## src/verilog/cpu_defs.svh

```systemverilog
// shared constants for the 6502-style core
// reset vector, stack page, reset values of S and PC, T-state counter width
`ifndef CPU_DEFS_SVH
`define CPU_DEFS_SVH

// reset vector low byte, high byte follows
`define CPU_RESET_VECTOR 16'hFFFC

// high byte of every stack address
`define CPU_STACK_PAGE 8'h01

// register values after reset
`define CPU_S_RESET  8'h00
`define CPU_PC_RESET 16'h0000

// T0 to T7
`define CPU_TCU_BITS 3

`endif

```

## src/verilog/cpu_pkg.sv

```systemverilog
// opcode constants of the supported instruction set
// decode ROM control lines and the bus request
package cpu_pkg;

    localparam logic [7:0] OP_BRK     = 8'h00;
    localparam logic [7:0] OP_NOP     = 8'hEA;
    localparam logic [7:0] OP_INX     = 8'hE8;
    localparam logic [7:0] OP_INY     = 8'hC8;
    localparam logic [7:0] OP_LDA_IMM = 8'hA9;
    localparam logic [7:0] OP_LDX_IMM = 8'hA2;
    localparam logic [7:0] OP_LDY_IMM = 8'hA0;
    localparam logic [7:0] OP_LDA_ABS = 8'hAD;
    localparam logic [7:0] OP_LDX_ABS = 8'hAE;
    localparam logic [7:0] OP_LDY_ABS = 8'hAC;
    localparam logic [7:0] OP_STA_ABS = 8'h8D;
    localparam logic [7:0] OP_STX_ABS = 8'h8E;
    localparam logic [7:0] OP_STY_ABS = 8'h8C;

    // one bit per decode ROM line, rw high means read
    typedef struct packed {
        logic rw;
        // data latch outputs
        logic dl_db, dl_adl, dl_adh;
        // program counter
        logic pcl_pcl, adl_pcl, i_pc, pclc, pcl_adl, pcl_db;
        logic pch_pch, adh_pch, pch_adh, pch_db;
        // register and adder drivers
        logic x_sb, y_sb, ac_sb, ac_db, s_sb, s_adl;
        logic add_sb_7, add_sb_0_6, add_adl;
        // pull-downs on the address buses
        logic zero_adl0, zero_adl1, zero_adl2, zero_adh0, zero_adh1_7;
        // bus links and register loads
        logic sb_adh, sb_db, sb_x, sb_y, sb_ac, sb_s;
        logic adl_abl, adh_abh;
        // adder inputs and operation
        logic db_n_add, db_add, adl_add, zero_add, sb_add, one_addc, sums;
    } ctrl_t;

    typedef struct packed {
        logic [15:0] adr;
        logic [7:0]  dat;
        logic        we;
    } bus_req_t;

endpackage

```

## src/verilog/cpu_top.sv

```systemverilog
// core top level
// timing unit, decoder, datapath and Wishbone master
`timescale 1ns/1ps
`include "cpu_defs.svh"

module cpu_top (
    input  logic        i_clk,
    input  logic        i_rst_n,
    input  logic [7:0]  i_wb_dat,
    input  logic        i_wb_ack,
    output logic        o_wb_cyc,
    output logic        o_wb_stb,
    output logic        o_wb_we,
    output logic [15:0] o_wb_adr,
    output logic [7:0]  o_wb_dat
);

    import cpu_pkg::*;

    logic [7:0]               ir;
    logic [`CPU_TCU_BITS-1:0] tcu;
    logic [`CPU_TCU_BITS-1:0] tcu_next;
    logic                     step;
    ctrl_t                    ctrl;
    bus_req_t                 req;

    timing_unit u_timing (
        .i_clk      (i_clk),
        .i_rst_n    (i_rst_n),
        .i_step     (step),
        .i_tcu_next (tcu_next),
        .i_rdata    (i_wb_dat),
        .o_ir       (ir),
        .o_tcu      (tcu)
    );

    decoder u_decoder (
        .i_ir       (ir),
        .i_tcu      (tcu),
        .o_tcu_next (tcu_next),
        .o_ctrl     (ctrl)
    );

    datapath u_datapath (
        .i_clk   (i_clk),
        .i_rst_n (i_rst_n),
        .i_step  (step),
        .i_ctrl  (ctrl),
        .i_rdata (i_wb_dat),
        .o_req   (req)
    );

    wb_master u_wb (
        .i_clk    (i_clk),
        .i_rst_n  (i_rst_n),
        .i_req    (req),
        .i_wb_ack (i_wb_ack),
        .o_wb_cyc (o_wb_cyc),
        .o_wb_stb (o_wb_stb),
        .o_wb_we  (o_wb_we),
        .o_wb_adr (o_wb_adr),
        .o_wb_dat (o_wb_dat),
        .o_step   (step)
    );

endmodule

```

## src/verilog/datapath.sv

```systemverilog
// registers A, X, Y, S, program counter, adder and data latch
// internal buses ADL, ADH, SB and DB resolved from the control lines
// address and write data for the current T-state
`timescale 1ns/1ps
`include "cpu_defs.svh"

module datapath (
    input  logic              i_clk,
    input  logic              i_rst_n,
    input  logic              i_step,
    input  cpu_pkg::ctrl_t    i_ctrl,
    input  logic [7:0]        i_rdata,
    output cpu_pkg::bus_req_t o_req
);

    logic [7:0] a_q, x_q, y_q, s_q;
    logic [7:0] pcl_q, pch_q;
    logic [7:0] add_q, dl_q;
    logic [7:0] abl_q, abh_q;

    logic [7:0] db_drv, sb_drv, adl_drv, adh_drv;
    logic [7:0] db_bus, sb_bus, adl_bus, adh_bus;
    logic [7:0] add_a, add_b, add_sum;
    logic [7:0] pcl_src, pch_src, pch_next;
    logic [8:0] pcl_next;
    logic [7:0] abl, abh;

    // drivers pull bits low, an idle bus stays precharged high
    always_comb
    begin
        db_drv = 8'hFF;
        if (i_ctrl.dl_db) db_drv &= dl_q;
        if (i_ctrl.pcl_db) db_drv &= pcl_q;
        if (i_ctrl.pch_db) db_drv &= pch_q;
        if (i_ctrl.ac_db) db_drv &= a_q;

        sb_drv = 8'hFF;
        if (i_ctrl.x_sb) sb_drv &= x_q;
        if (i_ctrl.y_sb) sb_drv &= y_q;
        if (i_ctrl.ac_sb) sb_drv &= a_q;
        if (i_ctrl.s_sb) sb_drv &= s_q;
        if (i_ctrl.add_sb_0_6) sb_drv &= {1'b1, add_q[6:0]};
        if (i_ctrl.add_sb_7) sb_drv &= {add_q[7], 7'h7F};

        adl_drv = 8'hFF;
        if (i_ctrl.dl_adl) adl_drv &= dl_q;
        if (i_ctrl.pcl_adl) adl_drv &= pcl_q;
        if (i_ctrl.s_adl) adl_drv &= s_q;
        if (i_ctrl.add_adl) adl_drv &= add_q;
        if (i_ctrl.zero_adl0) adl_drv &= 8'hFE;
        if (i_ctrl.zero_adl1) adl_drv &= 8'hFD;
        if (i_ctrl.zero_adl2) adl_drv &= 8'hFB;

        adh_drv = 8'hFF;
        if (i_ctrl.dl_adh) adh_drv &= dl_q;
        if (i_ctrl.pch_adh) adh_drv &= pch_q;
        if (i_ctrl.zero_adh0) adh_drv &= 8'hFE;
        if (i_ctrl.zero_adh1_7) adh_drv &= 8'h01;

        // pass transistors short SB to DB and ADH
        sb_bus = sb_drv;
        if (i_ctrl.sb_db) sb_bus &= db_drv;
        if (i_ctrl.sb_adh) sb_bus &= adh_drv;
        db_bus  = i_ctrl.sb_db ? sb_bus : db_drv;
        adh_bus = i_ctrl.sb_adh ? sb_bus : adh_drv;
        adl_bus = adl_drv;

        // adder A from SB or zero, B from DB, ~DB or ADL
        add_a = 8'hFF;
        if (i_ctrl.sb_add) add_a &= sb_bus;
        if (i_ctrl.zero_add) add_a = 8'h00;
        add_b = 8'hFF;
        if (i_ctrl.db_add) add_b &= db_bus;
        if (i_ctrl.db_n_add) add_b &= ~db_bus;
        if (i_ctrl.adl_add) add_b &= adl_bus;
        add_sum = add_a + add_b + {7'd0, i_ctrl.one_addc};

        // PC sources, increment ripples into PCH
        pcl_src = 8'hFF;
        if (i_ctrl.adl_pcl) pcl_src &= adl_bus;
        if (i_ctrl.pcl_pcl) pcl_src &= pcl_q;
        pch_src = 8'hFF;
        if (i_ctrl.adh_pch) pch_src &= adh_bus;
        if (i_ctrl.pch_pch) pch_src &= pch_q;
        pcl_next = {1'b0, pcl_src} + {8'd0, i_ctrl.i_pc};
        pch_next = pch_src + {7'd0, i_ctrl.pclc & pcl_next[8]};
    end

    // address latches hold when not loaded
    assign abl = i_ctrl.adl_abl ? adl_bus : abl_q;
    assign abh = i_ctrl.adh_abh ? adh_bus : abh_q;

    assign o_req = '{adr: {abh, abl}, dat: db_bus, we: ~i_ctrl.rw};

    always_ff @(posedge i_clk or negedge i_rst_n)
    begin
        if (!i_rst_n)
        begin
            a_q <= 8'h00;
            x_q <= 8'h00;
            y_q <= 8'h00;
            s_q <= `CPU_S_RESET;
            {pch_q, pcl_q} <= `CPU_PC_RESET;
        end
        else if (i_step)
        begin
            if (i_ctrl.sb_ac) a_q <= sb_bus;
            if (i_ctrl.sb_x) x_q <= sb_bus;
            if (i_ctrl.sb_y) y_q <= sb_bus;
            if (i_ctrl.sb_s) s_q <= sb_bus;
            if (i_ctrl.adl_pcl | i_ctrl.pcl_pcl) pcl_q <= pcl_next[7:0];
            if (i_ctrl.adh_pch | i_ctrl.pch_pch) pch_q <= pch_next;
        end
    end

    // read data lands in DL at the end of every access
    always_ff @(posedge i_clk)
    begin
        if (i_step)
        begin
            dl_q  <= i_rdata;
            abl_q <= abl;
            abh_q <= abh;
            if (i_ctrl.sums)
                add_q <= add_sum;
        end
    end

endmodule

```

## src/verilog/decoder.sv

```systemverilog
// decode ROM: opcode and T-state to control lines and next T-state
// helper functions for the fetch group and register bus selections
`timescale 1ns/1ps
`include "cpu_defs.svh"

module decoder (
    input  logic [7:0]               i_ir,
    input  logic [`CPU_TCU_BITS-1:0] i_tcu,
    output logic [`CPU_TCU_BITS-1:0] o_tcu_next,
    output cpu_pkg::ctrl_t           o_ctrl
);

    import cpu_pkg::*;

    // PC onto both address bus halves, PCL and PCH kept
    function automatic ctrl_t pc_to_ab(input ctrl_t c);
        ctrl_t r;
        r = c;
        r.pcl_adl = 1'b1;
        r.adl_abl = 1'b1;
        r.pch_adh = 1'b1;
        r.adh_abh = 1'b1;
        r.pcl_pcl = 1'b1;
        r.pch_pch = 1'b1;
        return r;
    endfunction

    // fetch group, PC out then incremented with carry into PCH
    function automatic ctrl_t fetch(input ctrl_t c);
        ctrl_t r;
        r = pc_to_ab(c);
        r.i_pc = 1'b1;
        r.pclc = 1'b1;
        return r;
    endfunction

    // SB into A, X or Y
    function automatic ctrl_t sb_to_reg(input ctrl_t c, input logic [7:0] op);
        ctrl_t r;
        r = c;
        case (op)
        OP_LDA_IMM, OP_LDA_ABS: r.sb_ac = 1'b1;
        OP_LDX_IMM, OP_LDX_ABS, OP_INX: r.sb_x = 1'b1;
        OP_LDY_IMM, OP_LDY_ABS, OP_INY: r.sb_y = 1'b1;
        default:
        begin
        end
        endcase
        return r;
    endfunction

    // store source onto DB, X and Y go through SB
    function automatic ctrl_t reg_to_db(input ctrl_t c, input logic [7:0] op);
        ctrl_t r;
        r = c;
        case (op)
        OP_STA_ABS: r.ac_db = 1'b1;
        OP_STX_ABS: r.x_sb = 1'b1;
        OP_STY_ABS: r.y_sb = 1'b1;
        default:
        begin
        end
        endcase
        r.sb_db = r.x_sb | r.y_sb;
        return r;
    endfunction

    always_comb
    begin
        o_ctrl = '0;
        o_ctrl.rw = 1'b1;
        o_tcu_next = i_tcu + 1'b1;

        case (i_tcu)
        0:
        begin
            if (i_ir == OP_BRK)
            begin
                // jump through the vector, high byte in DL and low byte in ADD
                o_ctrl.dl_adh = 1'b1;
                o_ctrl.adh_abh = 1'b1;
                o_ctrl.adh_pch = 1'b1;
                o_ctrl.add_adl = 1'b1;
                o_ctrl.adl_abl = 1'b1;
                o_ctrl.adl_pcl = 1'b1;
                o_ctrl.i_pc = 1'b1;
                o_ctrl.pclc = 1'b1;
            end
            else
                o_ctrl = fetch(o_ctrl);

            // previous instruction finishes during this fetch
            case (i_ir)
            OP_INX, OP_INY:
            begin
                o_ctrl.add_sb_0_6 = 1'b1;
                o_ctrl.add_sb_7 = 1'b1;
                o_ctrl = sb_to_reg(o_ctrl, i_ir);
            end
            OP_LDA_IMM, OP_LDX_IMM, OP_LDY_IMM, OP_LDA_ABS, OP_LDX_ABS, OP_LDY_ABS:
            begin
                o_ctrl.dl_db = 1'b1;
                o_ctrl.sb_db = 1'b1;
                o_ctrl = sb_to_reg(o_ctrl, i_ir);
            end
            default:
            begin
            end
            endcase
        end
        1:
        begin
            case (i_ir)
            OP_BRK: o_ctrl = pc_to_ab(o_ctrl);
            OP_INX, OP_INY:
            begin
                // dummy read at PC while the adder forms reg + 1
                o_ctrl = pc_to_ab(o_ctrl);
                o_ctrl.x_sb = (i_ir == OP_INX);
                o_ctrl.y_sb = (i_ir == OP_INY);
                o_ctrl.sb_add = 1'b1;
                o_ctrl.db_n_add = 1'b1;
                o_ctrl.one_addc = 1'b1;
                o_ctrl.sums = 1'b1;
                o_tcu_next = '0;
            end
            OP_LDA_IMM, OP_LDX_IMM, OP_LDY_IMM:
            begin
                o_ctrl = fetch(o_ctrl);
                o_tcu_next = '0;
            end
            OP_LDA_ABS, OP_LDX_ABS, OP_LDY_ABS, OP_STA_ABS, OP_STX_ABS, OP_STY_ABS:
                o_ctrl = fetch(o_ctrl);
            default:
            begin
                // NOP and anything unknown
                o_ctrl = pc_to_ab(o_ctrl);
                o_tcu_next = '0;
            end
            endcase
        end
        2:
        begin
            case (i_ir)
            OP_BRK:
            begin
                // stack read at 01,S and ADD = S - 1
                o_ctrl.s_adl = 1'b1;
                o_ctrl.adl_abl = 1'b1;
                o_ctrl.zero_adh1_7 = 1'b1;
                o_ctrl.adh_abh = 1'b1;
                o_ctrl.adl_add = 1'b1;
                o_ctrl.sb_add = 1'b1;
                o_ctrl.sums = 1'b1;
            end
            OP_LDA_ABS, OP_LDX_ABS, OP_LDY_ABS, OP_STA_ABS, OP_STX_ABS, OP_STY_ABS:
            begin
                // high byte fetch, low byte from DL parked in ADD
                o_ctrl = fetch(o_ctrl);
                o_ctrl.dl_db = 1'b1;
                o_ctrl.db_add = 1'b1;
                o_ctrl.zero_add = 1'b1;
                o_ctrl.sums = 1'b1;
            end
            default:
            begin
            end
            endcase
        end
        3:
        begin
            case (i_ir)
            OP_BRK:
            begin
                o_ctrl.add_adl = 1'b1;
                o_ctrl.adl_abl = 1'b1;
                o_ctrl.zero_adh1_7 = 1'b1;
                o_ctrl.adh_abh = 1'b1;
                o_ctrl.adl_add = 1'b1;
                o_ctrl.sb_add = 1'b1;
                o_ctrl.sums = 1'b1;
            end
            OP_LDA_ABS, OP_LDX_ABS, OP_LDY_ABS, OP_STA_ABS, OP_STX_ABS, OP_STY_ABS:
            begin
                // effective address DL:ADD
                o_ctrl.add_adl = 1'b1;
                o_ctrl.adl_abl = 1'b1;
                o_ctrl.dl_adh = 1'b1;
                o_ctrl.adh_abh = 1'b1;
                o_ctrl = reg_to_db(o_ctrl, i_ir);
                o_ctrl.rw = !(o_ctrl.ac_db | o_ctrl.sb_db);
                o_tcu_next = '0;
            end
            default:
            begin
            end
            endcase
        end
        4:
        begin
            if (i_ir == OP_BRK)
            begin
                // last stack read, S takes S - 2
                o_ctrl.add_adl = 1'b1;
                o_ctrl.adl_abl = 1'b1;
                o_ctrl.zero_adh1_7 = 1'b1;
                o_ctrl.adh_abh = 1'b1;
                o_ctrl.add_sb_0_6 = 1'b1;
                o_ctrl.add_sb_7 = 1'b1;
                o_ctrl.sb_s = 1'b1;
            end
        end
        5:
        begin
            if (i_ir == OP_BRK)
            begin
                // FFFC from precharged buses
                o_ctrl.adh_abh = 1'b1;
                o_ctrl.adl_abl = 1'b1;
                o_ctrl.zero_adl0 = 1'b1;
                o_ctrl.zero_adl1 = 1'b1;
            end
        end
        6:
        begin
            if (i_ir == OP_BRK)
            begin
                // FFFD, vector low byte moves from DL into ADD
                o_ctrl.adh_abh = 1'b1;
                o_ctrl.adl_abl = 1'b1;
                o_ctrl.zero_adl1 = 1'b1;
                o_ctrl.dl_db = 1'b1;
                o_ctrl.db_add = 1'b1;
                o_ctrl.zero_add = 1'b1;
                o_ctrl.sums = 1'b1;
                o_tcu_next = '0;
            end
        end
        default:
        begin
        end
        endcase
    end

endmodule

```

## src/verilog/timing_unit.sv

```systemverilog
// instruction register and T-state counter
// both move only when a bus access completes
`timescale 1ns/1ps
`include "cpu_defs.svh"

module timing_unit (
    input  logic                     i_clk,
    input  logic                     i_rst_n,
    input  logic                     i_step,
    input  logic [`CPU_TCU_BITS-1:0] i_tcu_next,
    input  logic [7:0]               i_rdata,
    output logic [7:0]               o_ir,
    output logic [`CPU_TCU_BITS-1:0] o_tcu
);

    import cpu_pkg::*;

    always_ff @(posedge i_clk or negedge i_rst_n)
    begin
        if (!i_rst_n)
        begin
            // reset runs as BRK starting at T1
            o_ir  <= OP_BRK;
            o_tcu <= `CPU_TCU_BITS'(1);
        end
        else if (i_step)
        begin
            o_tcu <= i_tcu_next;
            // opcode arrives with the T0 read, old IR still finishes during T0
            if (o_tcu == '0)
                o_ir <= i_rdata;
        end
    end

endmodule

```

## src/verilog/wb_master.sv

```systemverilog
// Wishbone classic master, one access per T-state
// request registered into the bus outputs, step pulse on ack
`timescale 1ns/1ps

module wb_master (
    input  logic              i_clk,
    input  logic              i_rst_n,
    input  cpu_pkg::bus_req_t i_req,
    input  logic              i_wb_ack,
    output logic              o_wb_cyc,
    output logic              o_wb_stb,
    output logic              o_wb_we,
    output logic [15:0]       o_wb_adr,
    output logic [7:0]        o_wb_dat,
    output logic              o_step
);

    localparam logic ST_REQ  = 1'b0;
    localparam logic ST_WAIT = 1'b1;

    logic state_q;

    always_ff @(posedge i_clk or negedge i_rst_n)
    begin
        if (!i_rst_n)
        begin
            state_q <= ST_REQ;
            o_wb_we <= 1'b0;
        end
        else if (state_q == ST_REQ)
        begin
            state_q <= ST_WAIT;
            o_wb_we <= i_req.we;
        end
        else if (i_wb_ack)
        begin
            // idle for one cycle while the core steps
            state_q <= ST_REQ;
            o_wb_we <= 1'b0;
        end
    end

    always_ff @(posedge i_clk)
    begin
        if (state_q == ST_REQ)
        begin
            o_wb_adr <= i_req.adr;
            o_wb_dat <= i_req.dat;
        end
    end

    assign o_wb_cyc = (state_q == ST_WAIT);
    assign o_wb_stb = (state_q == ST_WAIT);
    assign o_step   = (state_q == ST_WAIT) && i_wb_ack;

endmodule
```

## config.mk

```make
export PLATFORM = sky130hd
export DESIGN_NAME = cpu_top
export DESIGN_NICKNAME = d
export VERILOG_FILES = /design/src/verilog/cpu_pkg.sv /design/src/verilog/cpu_top.sv /design/src/verilog/datapath.sv /design/src/verilog/decoder.sv /design/src/verilog/timing_unit.sv /design/src/verilog/wb_master.sv
export VERILOG_INCLUDE_DIRS = /design/src /design/src/verilog
export SDC_FILE = /design/constraint.sdc
export NUM_CORES = 1
export LEC_CHECK = 0
export BUFFER_PORTS_ARGS = -buffer_cell sky130_fd_sc_hd__buf_2
export CAP_MARGIN = 20
export CORE_MARGIN = 2
export CORE_UTILIZATION = 62
export DETAILED_ROUTE_END_ITERATION = 10
export PLACE_DENSITY_LB_ADDON = 0.2
export SETUP_SLACK_MARGIN = 0.2
export SYNTH_ARGS = -nofsm -noshare
export SYNTH_HDL_FRONTEND = slang
export SYNTH_HIERARCHICAL = 1
export SYNTH_SLANG_ARGS = --single-unit
```

## constraint.sdc

```tcl
create_clock -name i_clk -period 6.5 [get_ports i_clk]
set_input_delay 1.3 -clock i_clk [delete_from_list [all_inputs] [get_ports i_clk]]
set_output_delay 1.3 -clock i_clk [all_outputs]
set_load 0.05 [all_outputs]
```

==> results.md <==
- Nets@finish: 769
- CTS tree: built
- Achievable Freq: 176 MHz
- Ant diodes: 0
- Most frequent cells in the layout: nand2_1 (76), dfrtp_1 (60), edfxtp_1 (56), inv_1 (51), o21ai_0 (48)
- Post-synth ARST share: 52.1%
- Core area: 0.0110 mm2
- VDD IR-drop max: 0.000311 V
- Post-layout worst setup margin: 818 ps
- Initial Util: 64.1%
- Vias per cell: 6.59
- Insertion delay to the later sink of the worst-skew pair: 420 ps
- Drt wl/cell: 22.2 um
- CP Max Fanout: 12
- Io pins: 38
- Max Clock Skew: 6.40 ps
- Biggest register: u_wb/o_wb_adr
- Post-synth EDFFs: 56
- Least-Margin Pin Slew: 1010 ps
- GRT overflow: 0
- DP HPWL: 14,600 um
- I/O Buffers: 37
- Multi-input gate area: 0.00341 mm2
- Cts repair resizes: 0
- # fillers: 819
- Largest net degree at the start of global routing: 62
- Pins Over Slew Limit: 0
- Tcrit/Tclk final: 87.4%
- Crit start category: register
- WP data required: 6660 ps
- Placer Congestion: 0.988
- Syn Inst Count: 715
- Antenna-violating nets left: 0
- Hold Crit Class: register to register
- First-pass GRT wire length: 31,400 um
- Clock Sinks: 117
- Pleak: 0.00313 uW
- Grt met3 use: 7.68%
- Final Total Pwr: 3460 uW
- Global-route usage over all layers: 33.5%
- Area delta synth->final: 11.0%
- H-Tree Depth: 4
- Worst slew margin: 32.6%
- Total of max-cap violations: 0
- Full die area: 0.0122 mm2
- Commonest non-fill, non-tap cell in the layout: nand2_1
- CP Cell Sequence: inv_1 > ha_1 > and4b_1 > and2_1 > nand2b_1 > o21ai_0 > inv_1 > o22ai_1 > a211o_1 > a21o_1 > a21oi_1 > nor2b_1 > a221oi_1 > ha_1 > a21o_1 > a21oi_1 > o21ai_0 > o21ai_0 > nand2b_1 > a21oi_1 > xnor3_1
- RSZ-0062 raised after global routing: false
- WS Path Type: register to register
- Cts bufs inserted: 17
- Largest register FFs: 16
- Vias in the first global route: 5,688
- DR vias: 5,892
- Critical Path Sink Type: register
- Crit-path slowest cell: dfrtp_1
- Post-CTS setup repair buffer count: 0
- DRT Pass-1 Iters: 7
- DRC: 0
- Critical Path Max Stage Delay: 610 ps
- Final min period: 5680 ps
- Area occupied by registers: 0.00321 mm2
- Synthesized area: 0.00705 mm2
- Register area share after synthesis: 45.6%
- Ys flop type: dfrtp_1
- Outcome: complete, no violations
- Clock transition at the registers of the reported paths: 60 ps
- Busiest grt layer: met2
- Synth Warn #: 6
- Worst Path Arrival: 5840 ps
- Die W: 111 um
- Die H: 111 um
- Layout cells sized above 1: 16.4%
- Deepest clock path buffer count: 2
- Total Wirelength: 19,900 um
- DRT iter0 DRCs: 682
- Netlist cell types: 74
- Met2 Use GR: 56.2%
- # rows: 38
- Synthesized area per cell: 9.85 um2
- Hold Buf Count CTS: 0
- Synth Register Bits: 117
- Met1 Resource Use GR: 43.4%
- # setup viols final: 0
- Place WS: 881 ps
- Total Neg Setup Slack: 0 ps
- Total power per unit cell area: 443 mW/mm2
- Final Hold Fails: 0
- Clock root cell: clkbuf_16
- Initial antenna violation count: 0
cell usage after synthesis (all sizes together) (7+ instances only):
cell | count | area share [%]
nand3 | 11 | 0.78
inv | 51 | 2.7
a21o | 10 | 1.1
xnor2 | 8 | 0.99
nand2 | 76 | 4.0
edfxtp | 56 | 24
a221o | 8 | 1.1
mux2 | 31 | 5.0
and2 | 8 | 0.75
clkbuf | 21 | 1.1
mux2i | 10 | 1.4
nor2b | 24 | 2.1
buf | 25 | 2.6
ha | 15 | 2.7
o22ai | 17 | 1.5
o21ai | 51 | 3.6
nor3 | 10 | 0.71
o2111ai | 7 | 0.87
a21oi | 38 | 2.7
dfrtp | 60 | 21
nor2 | 28 | 1.5
nand2b | 36 | 3.2
path summary, 6_finish.rpt:
kind	from	slack, ps	to	cells past startpoint
max in group asynchronous	i_rst_n	4930	u_datapath/pcl_q[2]$_DFFE_PN0P_	2
min in group asynchronous	i_rst_n	1050	u_timing/o_tcu[1]$_DFFE_PN0P_	2
hold reg to reg	u_datapath/x_q[4]$_DFFE_PN0P_	480	u_datapath/x_q[4]$_DFFE_PN0P_	2
setup reg to reg	u_timing/o_tcu[2]$_DFFE_PN0P_	820	u_datapath/add_q[7]$_DFFE_PP_	21
hold / removal	u_datapath/x_q[4]$_DFFE_PN0P_	480	u_datapath/x_q[4]$_DFFE_PN0P_	2
setup / recovery	u_timing/o_tcu[2]$_DFFE_PN0P_	820	u_datapath/add_q[7]$_DFFE_PP_	21
per-stage QoR:
step | instances | hold WS [ps] | cell area [um2] | utilization (%)
2_1_floorplan | 722 | 441 | 7070 | -
3_3_place_gp | 862 | 462 | 7240 | 65.9
3_5_place_dp | 862 | 473 | 7240 | 65.9
4_1_cts | 894 | 489 | 7820 | 71.2
5_1_grt | 894 | 516 | 7820 | 71.2
6_report | 894 | 482 | 7820 | 71.2
layout make-up:
type | instances | area share, %
clock buffers | 17 | 5.44
clock inverters | 15 | 2.00
inverters | 52 | 2.50
multi-input cells | 507 | 43.6
flip-flops and latches | 117 | 41.0
well taps | 140 | 2.24
repair buffers | 46 | 3.23
worst max-delay path, delay by kind of cell (launching register included):
kind	cells	cell delay, ps
buffers and inverters	2	520
xor gates and xnor gates	1	410
and+or+nand+nor	5	730
adders and majority gates	2	700
DFF	1	610
AOI/OAI and AO/OA	11	2440
report_power, final:
group	internal (uW)	leakage [uW]	switching [uW]
logic	511	0.00155	861
clock network	565	0.000274	353
registers	1010	0.00131	165
metal layers:
metal,routed length (um),share of wire [%]
met1,7970,40
met2,9610,48
met5,0,0
met4,594,3.0
met3,1680,8.5
logic make-up (layout without fill, tap and decap cells):
logic type                 after synthesis  after routing  share of synthesized area (%)
AOI/OAI and AO/OA                      195            195                           18.8
xor gates and xnor gates                15             15                           2.06
adders and majority gates               17             17                           3.23
buffers and inverters                   98            130                           6.50
DFF                                    117            117                           45.6
muxes                                   41             41                           6.38
other                                    1              8                         0.0532
and+or+nand+nor                        231            231                           17.4
No activity file was read; power rests on OpenSTA's default activity.
